## src/logic/pss_peak_pkg.sv

```systemverilog
package pss_peak_pkg;

    // magnitude samples from the correlators
    localparam int SAMPLE_W = 16;
    typedef logic [SAMPLE_W-1:0] sample_t;

    localparam int SCORE_W = 16;
    // sample index wraps around
    localparam int TS_W    = 14;
    localparam int CH_W    = 2;
    localparam int DROP_W  = 16;

    // threshold is DETECTION_FACTOR times the window mean
    localparam int DETECTION_FACTOR = 16;

    // fixed noise floor, a peak must exceed it
    localparam int NOISE_LIMIT = 2 ** (SAMPLE_W / 2);

    localparam int ENTRY_W = CH_W + TS_W + SCORE_W;

    typedef struct packed {
        logic [CH_W-1:0]    chan;
        logic [TS_W-1:0]    index;
        logic [SCORE_W-1:0] score;
    } log_fields_t;

    // the log stores the raw word, producers and consumers use the fields
    typedef union packed {
        logic [ENTRY_W-1:0] raw;
        log_fields_t        fld;
    } log_entry_t;

endpackage

```

## src/logic/peak_detector.sv

```systemverilog
`timescale 1ns/1ps

module peak_detector #(
    parameter int WINDOW_LEN = 8
) (
    input  logic                              clk_i,
    input  logic                              reset_ni,
    input  pss_peak_pkg::sample_t             sample_i,
    input  logic                              valid_i,
    output logic                              peak_o,
    output logic [pss_peak_pkg::SCORE_W-1:0]  score_o
);

    import pss_peak_pkg::*;

    localparam int WIN_SHIFT    = $clog2(WINDOW_LEN);
    localparam int FACTOR_SHIFT = $clog2(DETECTION_FACTOR);
    localparam int SUM_W        = SAMPLE_W + WIN_SHIFT;
    localparam int THR_W        = SUM_W + FACTOR_SHIFT;
    localparam int WARM_W       = WIN_SHIFT + 1;

    sample_t            win_q [WINDOW_LEN];
    logic [SUM_W-1:0]   sum_q;
    logic [WARM_W-1:0]  warm_q;

    logic [THR_W-1:0]   thr;
    logic [THR_W-1:0]   x_wide;
    logic               warmed;
    logic               above_thr;
    logic               above_noise;
    logic               hit;

    // sum_q always holds the WINDOW_LEN samples before the current one
    assign thr    = {sum_q, {FACTOR_SHIFT{1'b0}}} >> WIN_SHIFT;
    assign x_wide = THR_W'(sample_i);

    assign warmed      = warm_q == WARM_W'(WINDOW_LEN);
    assign above_thr   = x_wide > thr;
    assign above_noise = sample_i > SAMPLE_W'(NOISE_LIMIT);
    assign hit         = warmed && above_thr && above_noise;

    always_ff @(posedge clk_i) begin
        if (!reset_ni) begin
            for (int i = 0; i < WINDOW_LEN; i++) begin
                win_q[i] <= '0;
            end
        end else if (valid_i) begin
            win_q[0] <= sample_i;
            for (int i = 1; i < WINDOW_LEN; i++) begin
                win_q[i] <= win_q[i-1];
            end
        end
    end

    always_ff @(posedge clk_i) begin
        if (!reset_ni) begin
            sum_q  <= '0;
            warm_q <= '0;
        end else if (valid_i) begin
            sum_q <= sum_q + SUM_W'(sample_i) - SUM_W'(win_q[WINDOW_LEN-1]);
            if (!warmed) begin
                warm_q <= warm_q + 1'b1;
            end
        end
    end

    // peak_o is a single-cycle pulse tied to the sample that caused it
    always_ff @(posedge clk_i) begin
        if (!reset_ni) begin
            peak_o  <= 1'b0;
            score_o <= '0;
        end else if (valid_i && hit) begin
            peak_o  <= 1'b1;
            score_o <= SCORE_W'(x_wide - thr);
        end else begin
            peak_o  <= 1'b0;
            score_o <= '0;
        end
    end

    // the reporter logs score_o only on a peak, so it must stay clean otherwise
    a_score_idle: assert property (
        @(posedge clk_i) disable iff (!reset_ni)
        !peak_o |-> score_o == '0
    );

endmodule

```

## src/logic/peak_reporter.sv

```systemverilog
`timescale 1ns/1ps

module peak_reporter #(
    parameter int CHANNEL = 0
) (
    input  logic                              clk_i,
    input  logic                              reset_ni,
    input  logic                              valid_i,
    input  logic                              peak_i,
    input  logic [pss_peak_pkg::SCORE_W-1:0]  score_i,
    output logic                              req_o,
    input  logic                              ack_i,
    output pss_peak_pkg::log_entry_t          entry_o,
    output logic                              drop_o
);

    import pss_peak_pkg::*;

    localparam logic [1:0] S_IDLE    = 2'd0;
    localparam logic [1:0] S_REQ     = 2'd1;
    localparam logic [1:0] S_RELEASE = 2'd2;

    logic [1:0]        state_q;
    logic [TS_W-1:0]   ts_cnt_q;
    logic [TS_W-1:0]   ts_lag_q;
    log_entry_t        entry_q;
    logic              capture;

    assign capture = peak_i && (state_q == S_IDLE);
    assign req_o   = state_q == S_REQ;
    assign entry_o = entry_q;

    // index of the sample the detector is currently reporting on
    always_ff @(posedge clk_i) begin
        if (!reset_ni) begin
            ts_cnt_q <= '0;
            ts_lag_q <= '0;
        end else if (valid_i) begin
            ts_cnt_q <= ts_cnt_q + 1'b1;
            ts_lag_q <= ts_cnt_q;
        end
    end

    // four-phase requester, busy from capture until ack falls
    always_ff @(posedge clk_i) begin
        if (!reset_ni) begin
            state_q <= S_IDLE;
            drop_o  <= 1'b0;
        end else begin
            drop_o <= peak_i && (state_q != S_IDLE);
            case (state_q)
                S_IDLE: begin
                    if (peak_i) begin
                        state_q <= S_REQ;
                    end
                end
                S_REQ: begin
                    if (ack_i) begin
                        state_q <= S_RELEASE;
                    end
                end
                S_RELEASE: begin
                    if (!ack_i) begin
                        state_q <= S_IDLE;
                    end
                end
                default: state_q <= S_IDLE;
            endcase
        end
    end

    always_ff @(posedge clk_i) begin
        if (capture) begin
            entry_q.fld.chan  <= CH_W'(CHANNEL);
            entry_q.fld.index <= ts_lag_q;
            entry_q.fld.score <= score_i;
        end
    end

    // the arbiter may sample the entry on any cycle of the request
    a_entry_stable: assert property (
        @(posedge clk_i) disable iff (!reset_ni)
        req_o && $past(req_o) |-> entry_o == $past(entry_o)
    );

endmodule

```

## src/logic/log_arbiter.sv

```systemverilog
`timescale 1ns/1ps

module log_arbiter #(
    parameter int N_CH      = 3,
    parameter int LOG_DEPTH = 16
) (
    input  logic                                  clk_i,
    input  logic                                  reset_ni,
    input  logic [N_CH-1:0]                       req_i,
    input  pss_peak_pkg::log_entry_t              entry_i [N_CH],
    input  logic [N_CH-1:0]                       drop_i,
    output logic [N_CH-1:0]                       ack_o,
    output logic                                  wr_en_o,
    output logic [$clog2(LOG_DEPTH)-1:0]          wr_addr_o,
    output pss_peak_pkg::log_entry_t              wr_data_o,
    output logic [$clog2(LOG_DEPTH+1)-1:0]        log_count_o,
    output logic [pss_peak_pkg::DROP_W-1:0]       dropped_o
);

    import pss_peak_pkg::*;

    localparam int GNT_W  = (N_CH > 1) ? $clog2(N_CH) : 1;
    localparam int ADDR_W = $clog2(LOG_DEPTH);
    localparam int CNT_W  = $clog2(LOG_DEPTH + 1);

    logic [GNT_W-1:0]   rr_ptr_q;
    logic [GNT_W-1:0]   gnt_q;
    logic [GNT_W-1:0]   pick;
    logic               pick_vld;
    logic [CNT_W-1:0]   fill_q;
    logic [DROP_W-1:0]  dropped_q;
    logic [DROP_W-1:0]  drop_add;
    logic               busy;
    logic               done;
    logic               log_full;
    logic               grant;

    assign busy     = |ack_o;
    assign done     = busy && !req_i[gnt_q];
    assign log_full = fill_q == CNT_W'(LOG_DEPTH);
    assign grant    = !busy && pick_vld;

    // first requester at or after the round-robin pointer
    always_comb begin
        int c;
        pick     = '0;
        pick_vld = 1'b0;
        for (int i = 0; i < N_CH; i++) begin
            c = int'(rr_ptr_q) + i;
            if (c >= N_CH) begin
                c = c - N_CH;
            end
            if (!pick_vld && req_i[c]) begin
                pick     = GNT_W'(c);
                pick_vld = 1'b1;
            end
        end
    end

    // reporter drops plus an entry that found the log full
    always_comb begin
        drop_add = DROP_W'(done && log_full);
        for (int i = 0; i < N_CH; i++) begin
            drop_add = drop_add + DROP_W'(drop_i[i]);
        end
    end

    always_ff @(posedge clk_i) begin
        if (!reset_ni) begin
            ack_o     <= '0;
            gnt_q     <= '0;
            rr_ptr_q  <= '0;
            fill_q    <= '0;
            dropped_q <= '0;
            wr_en_o   <= 1'b0;
        end else begin
            wr_en_o   <= 1'b0;
            dropped_q <= dropped_q + drop_add;
            if (grant) begin
                ack_o    <= N_CH'(1) << pick;
                gnt_q    <= pick;
                rr_ptr_q <= (pick == GNT_W'(N_CH - 1)) ? '0 : pick + 1'b1;
                // a full log still acknowledges, the entry is simply lost
                wr_en_o  <= !log_full;
            end else if (done) begin
                ack_o <= '0;
                if (!log_full) begin
                    fill_q <= fill_q + 1'b1;
                end
            end
        end
    end

    always_ff @(posedge clk_i) begin
        if (grant) begin
            wr_addr_o <= fill_q[ADDR_W-1:0];
            wr_data_o <= entry_i[pick];
        end
    end

    assign log_count_o = fill_q;
    assign dropped_o   = dropped_q;

    a_ack_onehot: assert property (
        @(posedge clk_i) disable iff (!reset_ni)
        $onehot0(ack_o)
    );

endmodule

```

## src/logic/peak_log_ram.sv

```systemverilog
`timescale 1ns/1ps

module peak_log_ram #(
    parameter int LOG_DEPTH = 16
) (
    input  logic                          clk_i,
    input  logic                          wr_en_i,
    input  logic [$clog2(LOG_DEPTH)-1:0]  wr_addr_i,
    input  pss_peak_pkg::log_entry_t      wr_data_i,
    input  logic [$clog2(LOG_DEPTH)-1:0]  rd_addr_i,
    output pss_peak_pkg::log_entry_t      rd_data_o
);

    import pss_peak_pkg::*;

    logic [ENTRY_W-1:0] mem_q [LOG_DEPTH];

    // the memory only sees the raw word
    always_ff @(posedge clk_i) begin
        if (wr_en_i) begin
            mem_q[wr_addr_i] <= wr_data_i.raw;
        end
    end

    // host read data follows the address by one cycle
    always_ff @(posedge clk_i) begin
        rd_data_o.raw <= mem_q[rd_addr_i];
    end

endmodule

```

## src/logic/pss_peak_top.sv

```systemverilog
`timescale 1ns/1ps

module pss_peak_top #(
    parameter int WINDOW_LEN = 8,
    parameter int N_CH       = 3,
    parameter int LOG_DEPTH  = 16
) (
    input  logic                                  clk_i,
    input  logic                                  reset_ni,
    input  pss_peak_pkg::sample_t                 sample_i [N_CH],
    input  logic [N_CH-1:0]                       valid_i,
    output logic [N_CH-1:0]                       peak_o,
    input  logic [$clog2(LOG_DEPTH)-1:0]          rd_addr_i,
    output pss_peak_pkg::log_entry_t              rd_data_o,
    output logic [$clog2(LOG_DEPTH+1)-1:0]        log_count_o,
    output logic [pss_peak_pkg::DROP_W-1:0]       dropped_o
);

    import pss_peak_pkg::*;

    logic [SCORE_W-1:0]              det_score [N_CH];
    logic [N_CH-1:0]                 rep_req;
    logic [N_CH-1:0]                 rep_ack;
    logic [N_CH-1:0]                 rep_drop;
    log_entry_t                      rep_entry [N_CH];

    logic                            wr_en;
    logic [$clog2(LOG_DEPTH)-1:0]    wr_addr;
    log_entry_t                      wr_data;

    // one detector and reporter per sequence hypothesis
    for (genvar g = 0; g < N_CH; g++) begin : g_chan
        peak_detector #(
            .WINDOW_LEN (WINDOW_LEN)
        ) u_detector (
            .clk_i    (clk_i),
            .reset_ni (reset_ni),
            .sample_i (sample_i[g]),
            .valid_i  (valid_i[g]),
            .peak_o   (peak_o[g]),
            .score_o  (det_score[g])
        );

        peak_reporter #(
            .CHANNEL (g)
        ) u_reporter (
            .clk_i    (clk_i),
            .reset_ni (reset_ni),
            .valid_i  (valid_i[g]),
            .peak_i   (peak_o[g]),
            .score_i  (det_score[g]),
            .req_o    (rep_req[g]),
            .ack_i    (rep_ack[g]),
            .entry_o  (rep_entry[g]),
            .drop_o   (rep_drop[g])
        );
    end

    log_arbiter #(
        .N_CH      (N_CH),
        .LOG_DEPTH (LOG_DEPTH)
    ) u_arbiter (
        .clk_i       (clk_i),
        .reset_ni    (reset_ni),
        .req_i       (rep_req),
        .entry_i     (rep_entry),
        .drop_i      (rep_drop),
        .ack_o       (rep_ack),
        .wr_en_o     (wr_en),
        .wr_addr_o   (wr_addr),
        .wr_data_o   (wr_data),
        .log_count_o (log_count_o),
        .dropped_o   (dropped_o)
    );

    peak_log_ram #(
        .LOG_DEPTH (LOG_DEPTH)
    ) u_log_ram (
        .clk_i     (clk_i),
        .wr_en_i   (wr_en),
        .wr_addr_i (wr_addr),
        .wr_data_i (wr_data),
        .rd_addr_i (rd_addr_i),
        .rd_data_o (rd_data_o)
    );

endmodule

```

## config.mk

```make
export PLATFORM = sky130hd
export DESIGN_NAME = pss_peak_top
export DESIGN_NICKNAME = d
export VERILOG_FILES = /design/src/logic/pss_peak_pkg.sv /design/src/logic/peak_detector.sv /design/src/logic/peak_reporter.sv /design/src/logic/log_arbiter.sv /design/src/logic/peak_log_ram.sv /design/src/logic/pss_peak_top.sv
export SDC_FILE = /design/constraint.sdc
export NUM_CORES = 2
export LEC_CHECK = 0
export BUFFER_PORTS_ARGS = -buffer_cell sky130_fd_sc_hd__buf_2
export CAP_MARGIN = 20
export CELL_PAD_IN_SITES_DETAIL_PLACEMENT = 1
export CELL_PAD_IN_SITES_GLOBAL_PLACEMENT = 2
export CORE_ASPECT_RATIO = 1.2
export CORE_UTILIZATION = 42
export CTS_CLUSTER_SIZE = 12
export DETAILED_ROUTE_END_ITERATION = 10
export GPL_TIMING_DRIVEN = 0
export PLACE_DENSITY = 0.73
export SYNTH_ARGS = -nofsm -noshare
export SYNTH_HDL_FRONTEND = slang
export SYNTH_SLANG_ARGS = --single-unit
```

## constraint.sdc

```tcl
create_clock -name clk_i -period 4.5 [get_ports clk_i]
set_input_delay 0.675 -clock clk_i [delete_from_list [all_inputs] [get_ports clk_i]]
set_output_delay 0.675 -clock clk_i [all_outputs]
set_load 0.05 [all_outputs]
```

* Word-level counts from Yosys, hierarchy flattened
Memories as Yosys holds them, arrays and structs flattened. A register that Yosys moved wholly into a read port is not among the register bits. Cells that the tools add are included.
Operators by class: $add $sub $neg 26, $mul 0, divide/modulo/power cells 0, $lt $le $gt $ge 14, eq/ne operators 20, shifts and indexed selects 1, multiplexer cells 77, bitwise gates (word level) 30, reduce and logical (&&, ||, !) cells 44
Operator list (number):
- 16-bit two-way mux | 24
- 32-bit two-way mux | 5
- 32-bit by 4-bit < comparator with 1-bit output, second input constant | 3
- 32-bit binary-select mux with 2-bit select | 1
- 32-bit by 3-bit greater-or-equal comparator with 1-bit output, second input constant | 2
- 32-bit by 3-bit subtractor with 32-bit output, second input constant | 2
- 16-bit by 20-bit greater-than comparator with 1-bit output | 3
- 19-bit by 16-bit adder with 19-bit output | 3
- 19-bit by 16-bit subtractor with 19-bit output | 3
- 16-bit by 9-bit greater-than comparator with 1-bit output, second input constant | 3
- 16-bit subtractor | 3
- 14-bit by 1-bit adder with 14-bit output, second input constant | 3
- 16-bit by 1-bit adder with 16-bit output | 2
- 2-bit two-way mux | 13
- 1-bit two-way mux | 25
- 1-bit OR | 24
- 1-bit logical AND | 20
- 2-bit case mux with 3 select lines | 3
- 16-bit adder | 1
- 2-bit AND reduction | 7
- 4-bit by 1-bit adder with 4-bit output, second input constant | 3
- 4-bit equality test, second input constant | 3
- 2-bit inequality test, second input constant | 6
- 3-bit AND reduction | 4
- other kinds (22) | 46
Word-level totals: bits in registers 368, latch bits 0, memory bits (writable) 896, memory bits (read-only) 0, input bits 57, logic and storage cells 251, memories kept 4
Memories:
- u_log_ram.mem_q | depth 16, width 32, rd ports 1, clocked after Yosys merged registers in 1, wr ports 1, RTL line peak_log_ram.sv:16 | logic [ENTRY_W-1:0] mem_q [LOG_DEPTH];
- g_chan[0].u_detector.win_q | depth 8, width 16, rd ports 8, clocked after Yosys merged registers in 0, wr ports 8, RTL line peak_detector.sv:22 | sample_t win_q [WINDOW_LEN];
- g_chan[1].u_detector.win_q | depth 8, width 16, rd ports 8, clocked after Yosys merged registers in 0, wr ports 8, RTL line peak_detector.sv:22
- g_chan[2].u_detector.win_q | depth 8, width 16, rd ports 8, clocked after Yosys merged registers in 0, wr ports 8, RTL line peak_detector.sv:22

* Longest topological paths before layout
word-level depth 16, gate-level depth with buffers 16, mapped depth without buffers 16

* Cells and area by module
From an unflattened synthesis, not the netlist that was laid out.
Unflattened totals: cell total of the unflattened synthesis 3724, area, all modules 54088.1 µm²
By module, submodules not included:
- peak_log_ram | instances 1, cells an instance 838, area an instance 19835.3 µm²
- peak_detector (g_chan[2].u_detector) | instances 1, cells an instance 722, area an instance 8295.5 µm²
- peak_detector (g_chan[0].u_detector) | instances 1, cells an instance 695, area an instance 8140.3 µm²
- peak_detector (g_chan[1].u_detector) | instances 1, cells an instance 684, area an instance 8106.5 µm²
- peak_reporter (g_chan[1].u_reporter ...) | instances 2, cells an instance 161, area an instance 2188.3 µm²
- log_arbiter | instances 1, cells an instance 303, area an instance 3149.3 µm²
- peak_reporter (g_chan[0].u_reporter) | instances 1, cells an instance 160, area an instance 2184.6 µm²

* Least setup slack after synthesis
No wires, ideal clock.
path kind input to register, from in valid_i[0], to mem g_chan[0].u_detector.win_q[0][0] (netlist bit) (enable), library setup time 485 ps, data arrival time 3817 ps, path slack 199 ps, cell stages on the path 4, path buffers 2, path through clkbuf_1 -> clkbuf_1 -> nor2_1 -> inv_1
RTL lines:
- start, declared | RTL line pss_peak_top.sv:11 | input logic [N_CH-1:0] valid_i,
- end, declared | RTL line peak_detector.sv:22

* Final worst setup path
from reg g_chan[2].u_reporter.state_q[1], to reg u_arbiter.dropped_q[13], in the netlist u_arbiter.dropped_o[13]
On the way: longest elaborated chain between the ends 10
RTL lines:
- start, declared | RTL line peak_reporter.sv:23 | logic [1:0] state_q;
- start signal, assigned | RTL line peak_reporter.sv:47 | state_q <= S_IDLE;
- start signal, assigned | RTL line peak_reporter.sv:54 | state_q <= S_REQ;
- start signal, assigned | RTL line peak_reporter.sv:59 | state_q <= S_RELEASE;
- 2-bit by 1-bit equality test with 1-bit output | RTL line peak_reporter.sv:30 | assign req_o = state_q == S_REQ;
- 1-bit binary-select mux with 2-bit select | RTL line log_arbiter.sv:39 | assign done = busy && !req_i[gnt_q];
- 1-bit two-way mux (implied by the code) | RTL line log_arbiter.sv:39
- 1-bit logical NOT | RTL line log_arbiter.sv:39
- 1-bit logical AND | RTL line log_arbiter.sv:39
- 1-bit logical AND | RTL line log_arbiter.sv:62 | drop_add = DROP_W'(done && log_full);
- 1-bit by 1-bit adder with 2-bit output | RTL line log_arbiter.sv:64 | drop_add = drop_add + DROP_W'(drop_i[i]);
- 16-bit by 1-bit adder with 16-bit output (2 in series) | RTL line log_arbiter.sv:64
- 16-bit adder | RTL line log_arbiter.sv:78 | dropped_q <= dropped_q + drop_add;
- end signal, assigned | RTL line log_arbiter.sv:78
- end, declared | RTL line log_arbiter.sv:31 | logic [DROP_W-1:0] dropped_q;
Every way passes these cells. The select of a mux whose other input is x is not followed. A chain may end at the register's enable or synchronous reset.

==> flow_metrics.env <==
export IMPL_synth_adder_area_share=0.04949
export IMPL_setup_violations=0
export IMPL_finalCritPeriodShare=0.8754
export IMPL_clock_fmax_ghz=0.2539
export IMPL_slew_headroom=0.2935
export IMPL_synth_cells=3620
export IMPL_yosysTopAreaCell="edfxtp_1"
export IMPL_dp_hpwl_um=96750
export IMPL_path_cells="nand2b_1 > mux2i_1 > a211o_1 > nor2_1 > ha_1 > inv_1 > fa_1 > inv_1 > ha_1 > a21o_1 > a21oi_1 > nor2_1 > and3_1 > nand3_1 > xor2_1 > nor2_1"
export IMPL_final_cells=5700
export IMPL_grt_pass1_wl_um=204200
export IMPL_synth_edf_count=1022
export IMPL_htreeDepth=4
export IMPL_hold_violations=0
export IMPL_grt_max_degree=88
export IMPL_clock_skew_ps=21.49
export IMPL_cts_tree="done"
export IMPL_syn_area_mm2=0.05345
export IMPL_synth_area_per_cell_um2=14.76
export IMPL_worstSetupStartpointType="flop"
export IMPL_place_inst=5438
export IMPL_outcome="finished clean"
export IMPL_final_util=0.4851
export IMPL_num_io_pins=113
export IMPL_synth_cell_types=78
export IMPL_muxShareOfSynthArea=0.08187
export IMPL_fp_coreArea_mm2=0.1265
export IMPL_fp_dieH_um=392.8
export IMPL_drv_cap=0
export IMPL_cts_hold_buf=0
export IMPL_synth_compound_area_frac=0.04352
export IMPL_detail_route_antenna_nets=0
export IMPL_critPathMaxFanout=6
export IMPL_cts_resized=0
export IMPL_grt_setup_unrepaired="no"
export IMPL_drc=0
export IMPL_crit_arrival_ps=4550
export IMPL_vias=30068
export IMPL_antenna_found_initial=12
export IMPL_crit_top_cell="nor2_1"
export IMPL_num_rows=143
export IMPL_ys_ff_latch=1296
export IMPL_end_kind="flop"
export IMPL_via_per_inst=5.275
export IMPL_die_area_mm2=0.1287
export IMPL_drive_gt1_frac=0.1393
export IMPL_cp_top_family="simple AND/OR/NAND/NOR gates"
export IMPL_dr_max_layer_used="met5"
export IMPL_numCtsBuffers=139
export IMPL_yosysWarnings=0
export IMPL_clock_latency_ps=760
export IMPL_fp_dieW_um=327.6
export IMPL_wl_per_cell_um=23.84
export IMPL_ys_flop_type="edfxtp_1"
export IMPL_synth_top_family_by_area="simple AND/OR/NAND/NOR gates"
export IMPL_cts_setup_buffers=0
export IMPL_totalWireLength_um=135900
export IMPL_cp_num_buf_inv=2
export IMPL_dr_wl_met3_um=3842
export IMPL_yosysTopAreaCellShare=0.5742
export IMPL_start_util=0.4225
export IMPL_m1WireLength_um=56310
export IMPL_p_per_area_mw_per_mm2=494.0
export IMPL_peakVddDrop_uv=390.5
export IMPL_nets=4148
export IMPL_synth_simple_area_share=0.09908
export IMPL_worst_slew_pin_slew_ps=1060
export IMPL_synth_xor_area_frac=0.01901
export IMPL_root_buffer="clkbuf_16"
export IMPL_synth_nets=3855
export IMPL_grt_use_total=0.2149
export IMPL_clk_path_buf_depth=3
export IMPL_yosysSeqAreaShare=0.6769
export IMPL_portBuffers=107
export IMPL_first_iter_violations=2097
export IMPL_p_leak_uw=0.02341
export IMPL_fin_crit_ps=3939
export IMPL_grt_ovfl_total=0
export IMPL_gp_congestion=0.8223
export IMPL_syn_to_final_growth_pct=14.82
export IMPL_cts_sinks=1296
export IMPL_critPathKind="flop to flop"
export IMPL_path_clk_slew_ps=60
export IMPL_drt_pre_antenna_iters=5
export IMPL_synth_area_leaders="edfxtp_1, dfxtp_1, mux4_2"
export IMPL_crit_required_ps=5110
export IMPL_wl_met2_um=72160
export IMPL_cp_slowest_cell="fa_1"
export IMPL_ys_async_sr_fraction=0
export IMPL_hp_class="input pin to flop"
export IMPL_cp_slowest_stage_delay_ps=490
export IMPL_slew_violations=0
export IMPL_grt_pass1_vias=32234
final timing paths:
kind	cells after the start	slack, ps	startpoint	endpoint
worst max register to register	16	560	g_chan[2].u_reporter.state_q[1]$_SDFFE_PN0P_	u_arbiter.dropped_o[13]$_SDFF_PN0_
worst max-delay path	16	560	g_chan[2].u_reporter.state_q[1]$_SDFFE_PN0P_	u_arbiter.dropped_o[13]$_SDFF_PN0_
worst min-delay path	2	310	rd_addr_i[3]	u_log_ram.rd_data_o[0]$_DFF_P_
worst min register to register	0	390	g_chan[0].u_detector.score_o[4]$_SDFF_PN0_	g_chan[0].u_reporter.entry_o[4]$_DFFE_PP_
cells in the final DEF, fill, tap and decap left out, types with 63 or more instances in the layout:
master     count
clkbuf_16    142
inv_1        252
a21oi_1       82
xor2_1        63
edfxtp_1    1022
mux2i_1       76
and2_1       104
ha_1         125
clkbuf_1     192
buf_2        124
nor2_1       279
nand2_1      129
mux4_2       160
dfxtp_1      274
and3_1       255
cell families after synthesis:
| family | count (synthesis) |
|---|---|
| AO/OA/AOI/OAI | 350 |
| XOR/XNOR | 116 |
| adder cells (fa/ha/maj) | 180 |
| buffers and inverters | 419 |
| flip-flops | 1296 |
| multiplexers | 237 |
| AND/OR/NAND/NOR | 1022 |
state kept, by name (all words and copies together), names as in the netlist, 32 cells and up:
| register | cells |
|---|---|
| g_chan.u_detector.win_q | 384 |
| u_log_ram.rd_data_o | 32 |
| g_chan.u_reporter.ts_cnt_q | 42 |
| u_log_ram.mem_q | 512 |
| g_chan.u_reporter.entry_o | 90 |
| u_arbiter.wr_data_o | 32 |
| g_chan.u_reporter.ts_lag_q | 42 |
| g_chan.u_detector.score_o | 48 |
| g_chan.u_detector.sum_q | 57 |
cells in the mapped netlist (40+ instances only):
cell type  count
nand2_1      129
nand3_1       47
clkbuf_1     130
nor2_1       291
nor3_1        48
edfxtp_1    1022
dfxtp_1      274
inv_1        255
and3_1       255
a21oi_1       82
and2_1       104
xnor2_1       53
ha_1         125
mux2i_1       76
xor2_1        63
fa_1          53
mux4_2       160
o21ai_0       58
a21o_1        40
routing by layer:
layer  vias to the layer above  track usage
met3                       180      0.02870
met2                       472       0.3940
met5                         -            0
met1                     15414       0.2601
li1                      13998            -
met4                         4      0.06737
stage by stage:
stage	cell area, um2	setup TNS, ps	setup slack (ps)	power [uW]	hold WS [ps]
after floorplan	53450	0	198.5	17920	385.5
after global placement	56070	-795870	-1794	19340	386.5
after detailed placement	56910	0	542.8	19420	390.2
after CTS	61330	0	544.2	30620	265.0
after global routing	61350	0	242.4	31720	278.4
final	61360	0	560.8	30310	309.4
cell type report:
| cell class | instances | area (um2) |
|---|---|---|
| flip-flops and latches | 1296 | 36170 |
| multi-input cells | 1905 | 15790 |
| plain buffers | 162 | 648.1 |
| repair buffers | 152 | 1252 |
| clock buffers | 218 | 3979 |
| fillers | 12312 | 65130 |
| diodes | 7 | 17.52 |
| inverters | 257 | 979.7 |
| well taps | 1667 | 2086 |
| clock inverters | 36 | 439.2 |
where the power goes:
part	leakage [uW]	total, uW	switching (uW)	internal [uW]
registers	0.0122	13500	190	13300
logic	0.00912	5680	3420	2250
clock network	0.00212	11200	4730	6420
(Power assumes the default switching activity.)
